### src/lane_data_pkg.sv
/* Datapath types: data word, register and bank indices,
   status flags and the write-back bus */

`default_nettype none

package lane_data_pkg;

	localparam int word_width	= 32;
	localparam int num_regs		= 32;
	localparam int idx_width	= $clog2(num_regs);
	localparam int bank_depth	= num_regs / 2;		// Odd and even halves

	typedef logic [word_width-1:0]	data_t;

	// Top bit picks the bank, 1 is odd
	typedef logic [idx_width-1:0]	reg_idx_t;
	typedef logic [idx_width-2:0]	bank_idx_t;

	typedef struct packed {
		logic	zero;
		logic	negative;
		logic	carry;
	} status_t;

	typedef struct packed {
		logic		valid;
		reg_idx_t	dst;
		data_t		data;
	} wb_t;

endpackage

`default_nettype wire

### src/lane_isa_pkg.sv
/* Command set: opcodes, operand field union, command and
   read-stage structs, decode helpers */

`default_nettype none

package lane_isa_pkg;

	localparam int imm_width	= 16;
	localparam int pad_width	= imm_width - 2 * lane_data_pkg::idx_width;

	typedef enum logic [3:0] {
		op_add	= 4'h0,
		op_sub	= 4'h1,
		op_and	= 4'h2,
		op_or	= 4'h3,
		op_xor	= 4'h4,
		op_shl	= 4'h5,
		op_shr	= 4'h6,
		op_li	= 4'h7,		// Zero-extended
		op_addi	= 4'h8,		// Sign-extended, adds to dst
		op_cmp	= 4'h9		// Flags only
	} opcode_t;

	// Same 16 bits, two sources or one immediate
	typedef union packed {
		struct packed {
			logic [pad_width-1:0]		pad;
			lane_data_pkg::reg_idx_t	src_a;
			lane_data_pkg::reg_idx_t	src_b;
		} regs;
		logic [imm_width-1:0]	imm;
	} operand_t;

	typedef struct packed {
		logic						valid;
		opcode_t					opcode;
		lane_data_pkg::reg_idx_t	dst;
		operand_t					operand;
	} lane_cmd_t;

	typedef struct packed {
		logic						valid;
		opcode_t					opcode;
		lane_data_pkg::reg_idx_t	dst;
		lane_data_pkg::data_t		a_data;
		lane_data_pkg::data_t		b_data;
	} read_stage_t;

	function automatic logic uses_imm(input opcode_t op);
		return (op == op_li) || (op == op_addi);
	endfunction

	function automatic logic writes_dst(input opcode_t op);
		return op != op_cmp;
	endfunction

endpackage

`default_nettype wire

### src/reg_bank.sv
/* One half of the lane register file, two async read ports
   and one write port */

`timescale 1ns/10ps
`default_nettype none

module reg_bank (
	input	wire logic						clock,
	input	wire logic						reset,
	input	wire logic						we,
	input	wire lane_data_pkg::bank_idx_t	wr_idx,
	input	wire lane_data_pkg::data_t		wr_data,
	input	wire lane_data_pkg::bank_idx_t	rd_idx_a,
	input	wire lane_data_pkg::bank_idx_t	rd_idx_b,
	output	lane_data_pkg::data_t			rd_data_a,
	output	lane_data_pkg::data_t			rd_data_b
);
	import lane_data_pkg::*;

	data_t	mem [bank_depth];

	always_ff @(posedge clock) begin
		if (reset) begin
			for (int i = 0; i < bank_depth; i++) begin
				mem[i] <= '0;
			end
		end else if (we) begin
			mem[wr_idx] <= wr_data;
		end
	end

	// No bypass here, forwarding lives in the read stage
	assign rd_data_a = mem[rd_idx_a];
	assign rd_data_b = mem[rd_idx_b];

endmodule

`default_nettype wire

### src/status_reg.sv
/* Lane status flags, kept across commands that do not set them */

`timescale 1ns/10ps
`default_nettype none

module status_reg (
	input	wire logic						clock,
	input	wire logic						reset,
	input	wire logic						flags_valid,
	input	wire lane_data_pkg::status_t	flags,
	output	lane_data_pkg::status_t			status
);
	import lane_data_pkg::*;

	always_ff @(posedge clock) begin
		if (reset)
			status <= '0;
		else if (flags_valid)
			status <= flags;
	end

	// An update never loads unknown flags
	a_status_hold: assert property (@(posedge clock) disable iff (reset)
		flags_valid |-> !$isunknown(flags));

endmodule

`default_nettype wire

### src/lane_alu.sv
/* Execute stage: opcode datapath, flag generation and the
   write-back register */

`timescale 1ns/10ps
`default_nettype none

module lane_alu (
	input	wire logic						clock,
	input	wire logic						reset,
	input	wire lane_isa_pkg::read_stage_t	rd,
	output	lane_data_pkg::wb_t				alu_fwd,
	output	lane_data_pkg::wb_t				wb,
	output	logic							flags_valid,
	output	lane_data_pkg::status_t			flags
);
	import lane_data_pkg::*;
	import lane_isa_pkg::*;

	logic [word_width:0]	sum;		// Extra bit for carry
	data_t					imm_sext;
	data_t					result;
	status_t				flags_next;

	assign imm_sext = {{(word_width-imm_width){rd.b_data[imm_width-1]}},
		rd.b_data[imm_width-1:0]};

	always_comb begin
		sum		= '0;
		result	= '0;
		case (rd.opcode)
			op_add:			sum = {1'b0, rd.a_data} + {1'b0, rd.b_data};
			op_sub, op_cmp:	sum = {1'b0, rd.a_data} - {1'b0, rd.b_data};	// Borrow in top bit
			op_addi:		sum = {1'b0, rd.a_data} + {1'b0, imm_sext};
			op_and:			result = rd.a_data & rd.b_data;
			op_or:			result = rd.a_data | rd.b_data;
			op_xor:			result = rd.a_data ^ rd.b_data;
			op_shl:			result = rd.a_data << rd.b_data[4:0];
			op_shr:			result = rd.a_data >> rd.b_data[4:0];
			op_li:			result = rd.b_data;
			default:		result = '0;
		endcase
		if (rd.opcode inside {op_add, op_sub, op_cmp, op_addi})
			result = sum[word_width-1:0];
	end

	assign flags_next.zero		= (result == '0);
	assign flags_next.negative	= result[word_width-1];
	assign flags_next.carry		= sum[word_width];

	// Forward path, unregistered
	assign alu_fwd.valid	= rd.valid && writes_dst(rd.opcode);
	assign alu_fwd.dst		= rd.dst;
	assign alu_fwd.data		= result;

	// Status register latches these at the wb edge
	assign flags_valid	= rd.valid && (rd.opcode != op_li);
	assign flags		= flags_next;

	always_ff @(posedge clock) begin
		wb <= alu_fwd;
		if (reset) begin
			wb.valid <= 1'b0;
		end
	end

	// Committed data never carries unknown bits
	a_wb_writes: assert property (@(posedge clock) disable iff (reset)
		wb.valid |-> !$isunknown(wb.data));

endmodule

`default_nettype wire

### src/operand_read.sv
/* Read stage: odd/even banks, write-back steering, operand
   forwarding and the read-stage pipeline register */

`timescale 1ns/10ps
`default_nettype none

module operand_read (
	input	wire logic						clock,
	input	wire logic						reset,
	input	wire lane_isa_pkg::lane_cmd_t	cmd,
	input	wire lane_data_pkg::wb_t		wb,
	input	wire lane_data_pkg::wb_t		alu_fwd,
	output	lane_isa_pkg::read_stage_t		rd
);
	import lane_data_pkg::*;
	import lane_isa_pkg::*;

	reg_idx_t		src_a;
	reg_idx_t		src_b;
	logic			we_odd;
	logic			we_even;
	data_t			odd_a;
	data_t			odd_b;
	data_t			even_a;
	data_t			even_b;
	data_t			bank_a;
	data_t			bank_b;
	read_stage_t	rd_next;

	// Newest value wins: ALU result, then wb register, then bank
	function automatic data_t forward(
		input reg_idx_t	idx,
		input data_t	bank_val,
		input wb_t		near,
		input wb_t		far
	);
		if (near.valid && near.dst == idx)
			return near.data;
		if (far.valid && far.dst == idx)
			return far.data;
		return bank_val;
	endfunction

	////////////////////////////////////////////////////////////////////////////
	// Bank access

	// Immediate forms take operand A from dst
	assign src_a	= uses_imm(cmd.opcode) ? cmd.dst : cmd.operand.regs.src_a;
	assign src_b	= cmd.operand.regs.src_b;

	assign we_odd	= wb.valid &  wb.dst[idx_width-1];
	assign we_even	= wb.valid & ~wb.dst[idx_width-1];

	reg_bank bank_odd (
		.clock		(clock),
		.reset		(reset),
		.we			(we_odd),
		.wr_idx		(wb.dst[idx_width-2:0]),
		.wr_data	(wb.data),
		.rd_idx_a	(src_a[idx_width-2:0]),
		.rd_idx_b	(src_b[idx_width-2:0]),
		.rd_data_a	(odd_a),
		.rd_data_b	(odd_b)
	);

	reg_bank bank_even (
		.clock		(clock),
		.reset		(reset),
		.we			(we_even),
		.wr_idx		(wb.dst[idx_width-2:0]),
		.wr_data	(wb.data),
		.rd_idx_a	(src_a[idx_width-2:0]),
		.rd_idx_b	(src_b[idx_width-2:0]),
		.rd_data_a	(even_a),
		.rd_data_b	(even_b)
	);

	assign bank_a = src_a[idx_width-1] ? odd_a : even_a;
	assign bank_b = src_b[idx_width-1] ? odd_b : even_b;

	////////////////////////////////////////////////////////////////////////////
	// Operand select and pipeline register

	always_comb begin
		rd_next.valid	= cmd.valid;
		rd_next.opcode	= cmd.opcode;
		rd_next.dst		= cmd.dst;
		rd_next.a_data	= forward(src_a, bank_a, alu_fwd, wb);
		if (uses_imm(cmd.opcode))
			rd_next.b_data = data_t'(cmd.operand.imm);	// Raw imm, ALU extends
		else
			rd_next.b_data = forward(src_b, bank_b, alu_fwd, wb);
	end

	always_ff @(posedge clock) begin
		rd <= rd_next;
		if (reset)
			rd.valid <= 1'b0;
	end

	// A committed result has a known destination
	a_wb_target: assert property (@(posedge clock) disable iff (reset)
		wb.valid |-> !$isunknown(wb.dst));

endmodule

`default_nettype wire

### src/lane_unit.sv
/* Vector lane top: read stage, ALU and status register */

`timescale 1ns/10ps
`default_nettype none

module lane_unit (
	input	wire logic						clock,
	input	wire logic						reset,
	input	wire lane_isa_pkg::lane_cmd_t	cmd,
	output	lane_data_pkg::wb_t				wb,
	output	logic							commit,
	output	lane_data_pkg::status_t			status
);
	import lane_data_pkg::*;
	import lane_isa_pkg::*;

	read_stage_t	rd;
	wb_t			alu_fwd;
	logic			flags_valid;
	status_t		flags;

	////////////////////////////////////////////////////////////////////////////
	// Pipeline

	operand_read operand_read0 (
		.clock		(clock),
		.reset		(reset),
		.cmd		(cmd),
		.wb			(wb),
		.alu_fwd	(alu_fwd),
		.rd			(rd)
	);

	lane_alu lane_alu0 (
		.clock			(clock),
		.reset			(reset),
		.rd				(rd),
		.alu_fwd		(alu_fwd),
		.wb				(wb),
		.flags_valid	(flags_valid),
		.flags			(flags)
	);

	status_reg status_reg0 (
		.clock			(clock),
		.reset			(reset),
		.flags_valid	(flags_valid),
		.flags			(flags),
		.status			(status)
	);

	assign commit = wb.valid;		// Two cycles after issue

endmodule

`default_nettype wire

### config.mk
export PLATFORM = sky130hd
export DESIGN_NAME = lane_unit
export DESIGN_NICKNAME = d
export VERILOG_FILES = /design/src/lane_data_pkg.sv /design/src/lane_isa_pkg.sv /design/src/reg_bank.sv /design/src/status_reg.sv /design/src/lane_alu.sv /design/src/operand_read.sv /design/src/lane_unit.sv
export SDC_FILE = /design/constraint.sdc
export NUM_CORES = 2
export LEC_CHECK = 0
export BUFFER_PORTS_ARGS = -buffer_cell sky130_fd_sc_hd__buf_2
export CORE_MARGIN = 2
export CORE_UTILIZATION = 35
export CTS_CLUSTER_DIAMETER = 30
export CTS_CLUSTER_SIZE = 30
export DETAILED_ROUTE_END_ITERATION = 8
export PLACE_DENSITY = 0.57
export SLEW_MARGIN = 40
export SYNTH_ARGS = -nofsm -noshare
export SYNTH_HDL_FRONTEND = slang
export SYNTH_SLANG_ARGS = --single-unit
### constraint.sdc
create_clock -name clock -period 6.5 [get_ports clock]
set_input_delay 0.65 -clock clock [delete_from_list [all_inputs] [get_ports clock]]
set_output_delay 0.65 -clock clock [all_outputs]
set_load 0.005 [all_outputs]
==> flow_summary.html <==
<table>
<tr><th>Metric</th><th>Value</th></tr>
<tr><th colspan="2">Timing</th></tr>
<tr><td>Setup repair after global routing missed its margin</td><td>false</td></tr>
<tr><td>Sum of negative setup slack</td><td>0 ps</td></tr>
<tr><td>Final period demand of the worst path</td><td>between 5000 and 6000 ps</td></tr>
<tr><td>Pins Over Slew Limit</td><td>0</td></tr>
<tr><td>Clk_skew</td><td>~47 ps</td></tr>
<tr><td>Worst Tran Pin Value</td><td>between 900 and 1000 ps</td></tr>
<tr><td>Period utilisation layout</td><td>88.7%</td></tr>
<tr><td>Fin Hold WS</td><td>~56 ps</td></tr>
<tr><td>Worst-case headroom to the max-slew limit</td><td>37.3%</td></tr>
<tr><td>Fmax</td><td>roughly 170 MHz</td></tr>
<tr><td>Hold Violations, Final</td><td>0</td></tr>
<tr><td>Final count of negative-setup-slack endpoints</td><td>0</td></tr>
<tr><th colspan="2">Final layout</th></tr>
<tr><td>Non-filler instance count after layout</td><td>~8000</td></tr>
<tr><td>Area taken by flip-flops and latches</td><td>roughly 33000 um^2</td></tr>
<tr><td>Share of layout cells above drive strength 1</td><td>between 20% and 30%</td></tr>
<tr><td>Most frequent cells in the layout</td><td>sky130_fd_sc_hd__and2_1, sky130_fd_sc_hd__edfxtp_1, sky130_fd_sc_hd__mux4_2, sky130_fd_sc_hd__nand2_1, sky130_fd_sc_hd__clkbuf_16</td></tr>
<tr><td>Fill cell total of the finished layout</td><td>~17000</td></tr>
<tr><td>Registers with the most flip-flops</td><td>operand_read0.bank_even.mem x512, operand_read0.bank_odd.mem x512, operand_read0.rd x74</td></tr>
<tr><td>Commonest non-fill, non-tap cell in the layout</td><td>sky130_fd_sc_hd__and2_1</td></tr>
<tr><td>Area of the multi-input gates</td><td>about 33000 um^2</td></tr>
<tr><td>Net count reported at finish</td><td>5378</td></tr>
<tr><td>Post-synthesis to final-layout area growth</td><td>17.8%</td></tr>
<tr><td>Final Util</td><td>between 40% and 50%</td></tr>
<tr><th colspan="2">Detailed routing</th></tr>
<tr><td>First-iteration detailed-routing DRC count</td><td>6304</td></tr>
<tr><td>Total routed wirelength</td><td>about 270000 um</td></tr>
<tr><td>Total routed wire length on the met1 layer</td><td>102000 um</td></tr>
<tr><td>Number of vias per cell</td><td>~6.1</td></tr>
<tr><td>DR pass1 iterations</td><td>6</td></tr>
<tr><td>Total length of routed met3 wires</td><td>roughly 24000 um</td></tr>
<tr><td>DRC violations left</td><td>0</td></tr>
<tr><td>Total via count in the routed design</td><td>slightly below 50000</td></tr>
<tr><td>WL/cell</td><td>around 34 um</td></tr>
<tr><td>Detailed route wirelength on metal2</td><td>about 130000 um</td></tr>
<tr><td>Top routing layer used</td><td>met5</td></tr>
<tr><td>Number of routed nets with antenna violations</td><td>0</td></tr>
<tr><th colspan="2">Worst setup path</th></tr>
<tr><td>Max Fanout on Critical Path</td><td>8</td></tr>
<tr><td>Setup slack of the worst register-to-register path</td><td>approximately 730 ps</td></tr>
<tr><td>CP startpoint kind</td><td>flop</td></tr>
<tr><td>Worst setup path category</td><td>flop to flop</td></tr>
<tr><td>Critical Path Source</td><td>operand_read0.rd[8]$_DFF_P_</td></tr>
<tr><td>Worst flop-to-flop path endpoint</td><td>status_reg0.status[2]$_SDFFE_PP0P_</td></tr>
<tr><td>Crit path capture type</td><td>flop</td></tr>
<tr><td>Critical R2R Launch</td><td>operand_read0.rd[8]$_DFF_P_</td></tr>
<tr><td>Critical path endpoint</td><td>status_reg0.status[2]$_SDFFE_PP0P_</td></tr>
<tr><td>Data required time at the worst endpoint</td><td>a little over 7000 ps</td></tr>
<tr><td>CP Data Arrival Time</td><td>approximately 6500 ps</td></tr>
<tr><td>Reg2reg path depth</td><td>20</td></tr>
<tr><th colspan="2">Global route</th></tr>
<tr><td>Pin count of the biggest net entering global routing</td><td>between 70 and 80</td></tr>
<tr><td>Initial antenna violation count</td><td>19</td></tr>
<tr><td>First-pass GRT wire length</td><td>380000 um</td></tr>
<tr><td>Vias in the first global route</td><td>48726</td></tr>
<tr><td>Total congestion overflow</td><td>0</td></tr>
<tr><td>All-Layer GR Usage</td><td>a little over a quarter</td></tr>
<tr><th colspan="2">Clock tree</th></tr>
<tr><td>Clk sinks</td><td>1139</td></tr>
<tr><td>Total CTS buffers</td><td>223</td></tr>
<tr><td>Clock tree buffer depth</td><td>3</td></tr>
<tr><td>Clock-pin slew on the worst setup and hold paths</td><td>approximately 50 ps</td></tr>
<tr><td>H-tree levels</td><td>4</td></tr>
<tr><td>Clk Latency, worst-skew pair</td><td>approximately 860 ps</td></tr>
<tr><td>Clk root buf</td><td>sky130_fd_sc_hd__clkbuf_16</td></tr>
<tr><td>CTS tree</td><td>built</td></tr>
<tr><td>Post-CTS resize count</td><td>0</td></tr>
<tr><th colspan="2">Min path</th></tr>
<tr><td>Min-Delay Path Class</td><td>primary input to flop</td></tr>
<tr><th colspan="2">Power and ir drop</th></tr>
<tr><td>Overall power consumption</td><td>roughly 26 mW</td></tr>
<tr><td>Peak VDD IR</td><td>~0.24 mV</td></tr>
<tr><td>Internal power</td><td>about 18 mW</td></tr>
<tr><td>P_leak</td><td>29.0 nW</td></tr>
<tr><td>Combinational share of power</td><td>roughly 20%</td></tr>
<tr><td>Sequential cell fraction of total power</td><td>around a third</td></tr>
<tr><td>Ratio of total power to cell area</td><td>between 300 and 400 nW/um^2</td></tr>
<tr><td>Total net switching power</td><td>between 8 and 9 mW</td></tr>
<tr><td>Proportion of power drawn by the clock network</td><td>46.6%</td></tr>
<tr><td>Proportion of total power due to net switching</td><td>a little under a third</td></tr>
<tr><th colspan="2">Place</th></tr>
<tr><td>GPL Wtd Cong</td><td>0.983</td></tr>
<tr><td>Count of input and output buffers</td><td>69</td></tr>
<tr><td>Placed insts</td><td>around 7500</td></tr>
<tr><td>DP Wirelength</td><td>168000 um</td></tr>
<tr><th colspan="2">Die</th></tr>
<tr><td>Ports placed on the boundary</td><td>70</td></tr>
<tr><td>Initial standard-cell utilization of the core</td><td>between 30% and 40%</td></tr>
<tr><td>Horizontal extent of the die</td><td>roughly 440 um</td></tr>
<tr><td>Floorplan die height</td><td>between 400 and 500 um</td></tr>
<tr><td>Core Box Area</td><td>~190000 um^2</td></tr>
<tr><td>Number of placement rows</td><td>161</td></tr>
<tr><td>Die Footprint</td><td>between 150000 and 200000 um^2</td></tr>
<tr><th colspan="2">Synth</th></tr>
<tr><td>Share of synthesized flip-flops with an asynchronous set or reset</td><td>0%</td></tr>
<tr><td>#FFs+latches synth</td><td>approximately 1100</td></tr>
<tr><td>Yosys Warn Count</td><td>0</td></tr>
<tr><td>Gate Count Post-Synth</td><td>5220</td></tr>
<tr><td>Syn Nets</td><td>roughly 5400</td></tr>
<tr><td>Mapped Area</td><td>between 60000 and 70000 um^2</td></tr>
<tr><td>Sequential cell area fraction in the yosys report</td><td>slightly below 50%</td></tr>
<tr><td>Distinct cell type count after synthesis</td><td>96</td></tr>
<tr><td>Dominant register cell in the synthesized netlist</td><td>sky130_fd_sc_hd__edfxtp_1</td></tr>
<tr><td>Mean instance size in the synthesized netlist</td><td>approximately 13 um^2</td></tr>
<tr><td>Count of flip-flops with a built-in enable after synthesis</td><td>slightly above 1000</td></tr>
<tr><th colspan="2">Outcome</th></tr>
<tr><td>Run status</td><td>finished, final reports clean</td></tr>
<tr><th colspan="2">Job</th></tr>
<tr><td>Maxcap violations</td><td>0</td></tr>
</table>
[critical path: stages, from the launching register on]
cell and delay (ps):
sky130_fd_sc_hd__dfxtp_1 330, sky130_fd_sc_hd__or4_1 670, sky130_fd_sc_hd__nor4_2 420, sky130_fd_sc_hd__nand4_1 230
sky130_fd_sc_hd__or3_1 390, sky130_fd_sc_hd__or3_1 360, sky130_fd_sc_hd__or3_1 400, sky130_fd_sc_hd__or3_1 350
sky130_fd_sc_hd__o21ai_0 170, sky130_fd_sc_hd__a2bb2oi_1 90, sky130_fd_sc_hd__ha_1 420, sky130_fd_sc_hd__nor2_1 60
sky130_fd_sc_hd__mux2i_1 140, sky130_fd_sc_hd__o22a_1 150, sky130_fd_sc_hd__nand2_1 60, sky130_fd_sc_hd__a21oi_1 120
sky130_fd_sc_hd__o211ai_1 110, sky130_fd_sc_hd__or4b_1 560, sky130_fd_sc_hd__nor4b_2 260, sky130_fd_sc_hd__nand4b_1 180
sky130_fd_sc_hd__o31ai_2 230
[how the worst min path moves through the flow]
stage	slack [ps]	depth (start not counted)	start	end
2_1_floorplan	370	0	operand_read0.rd[65]$_DFF_P_	lane_alu0.wb[33]$_DFF_P_
3_3_place_gp	380	0	operand_read0.rd[64]$_DFF_P_	lane_alu0.wb[32]$_DFF_P_
5_1_grt	30	1	cmd[17]	operand_read0.rd[65]$_DFF_P_
4_1_cts	1	1	cmd[17]	operand_read0.rd[65]$_DFF_P_
6_report	60	1	cmd[17]	operand_read0.rd[65]$_DFF_P_
3_5_place_dp	380	0	operand_read0.rd[64]$_DFF_P_	lane_alu0.wb[32]$_DFF_P_
[timing repair]
item / in CTS / in global routing
hold buffers: 8 / 0
endpoints found under the setup margin: 0 / 0
endpoints found under the hold margin: 8 / 0
buffers inserted: 0 / 0
[through the flow]
| step | instance area (um^2) | worst slack (ps) |
|---|---|---|
| after floorplan | 67500 | 863 |
| after global placement | 71300 | 673 |
| after detailed placement | 71400 | 707 |
| after CTS | 79400 | 711 |
| after global routing | 79500 | 400 |
| final | 79500 | 734 |
[cell usage after synthesis, drive strengths merged, types with 10 or more instances]
cell type / count / share of area, %
dfxtp: 115 / 3.4
o21ai: 114 / 0.85
o211ai: 26 / 0.29
buf: 104 / 0.80
or4: 10 / 0.11
o31ai: 13 / 0.15
mux2i: 94 / 1.4
a221oi: 10 / 0.13
mux2: 58 / 0.97
xnor2: 32 / 0.42
mux4: 615 / 21
and3: 38 / 0.35
a31oi: 45 / 0.42
a21oi: 124 / 0.92
o22ai: 18 / 0.19
nor2b: 15 / 0.14
nand4: 12 / 0.11
inv: 68 / 0.38
clkbuf: 406 / 2.3
a21o: 14 / 0.16
xor2: 16 / 0.21
and2: 1030 / 9.5
a22oi: 23 / 0.26
nand2: 429 / 2.4
or2: 42 / 0.39
nor2: 195 / 1.1
nand3: 96 / 0.71
nand2b: 20 / 0.19
a211oi: 61 / 0.68
edfxtp: 1024 / 46
a311oi: 38 / 0.49
o221ai: 16 / 0.21
or3: 11 / 0.10
ha: 101 / 1.9
nor3: 33 / 0.26
[cells by family (layout without fill, tap and decap cells)]
family                     Yosys count  after routing  synth area share (%)
AOI/OAI and AO/OA                  606            606                  6.13
xor gates and xnor gates            48             48                 0.623
adders and majority gates          102            102                  1.90
buffers and inverters              579            805                  3.45
DFF                               1139           1139                  49.0
muxes                              767            767                  22.9
other                                0              9                     0
and+or+nand+nor                   1979           1979                  16.0
[layout make-up]
type	instances	share of cell area (%)
Multi-Input combinational cell	3502	40.9
Sequential cell	1139	41.6
Inverter	69	0.326
Timing Repair Buffer	313	3.17
Clock buffer	248	7.27
Tap cell	2526	3.98
Antenna cell	9	0.0283
Clock inverter	175	2.76
[power groups by stage]
stage / registers, mW / clock network, mW / logic (mW)
after floorplan: 8.73 / 0 / 3.02
after global placement: 8.90 / 0 / 4.96
after detailed placement: 8.92 / 0 / 4.97
after CTS: 8.78 / 12.2 / 4.99
after global routing: 8.84 / 12.5 / 5.33
final: 8.80 / 12.2 / 5.11
[per-layer routing]
| layer | vias up | GRT usage, % |
|---|---|---|
| met5 | - | 0 |
| li1 | 19962 | - |
| met1 | 25364 | 34.1 |
| met2 | 3005 | 43.6 |
| met4 | 8 | 15.3 |
| met3 | 701 | 5.71 |
Power figures use the tool's default switching activity.
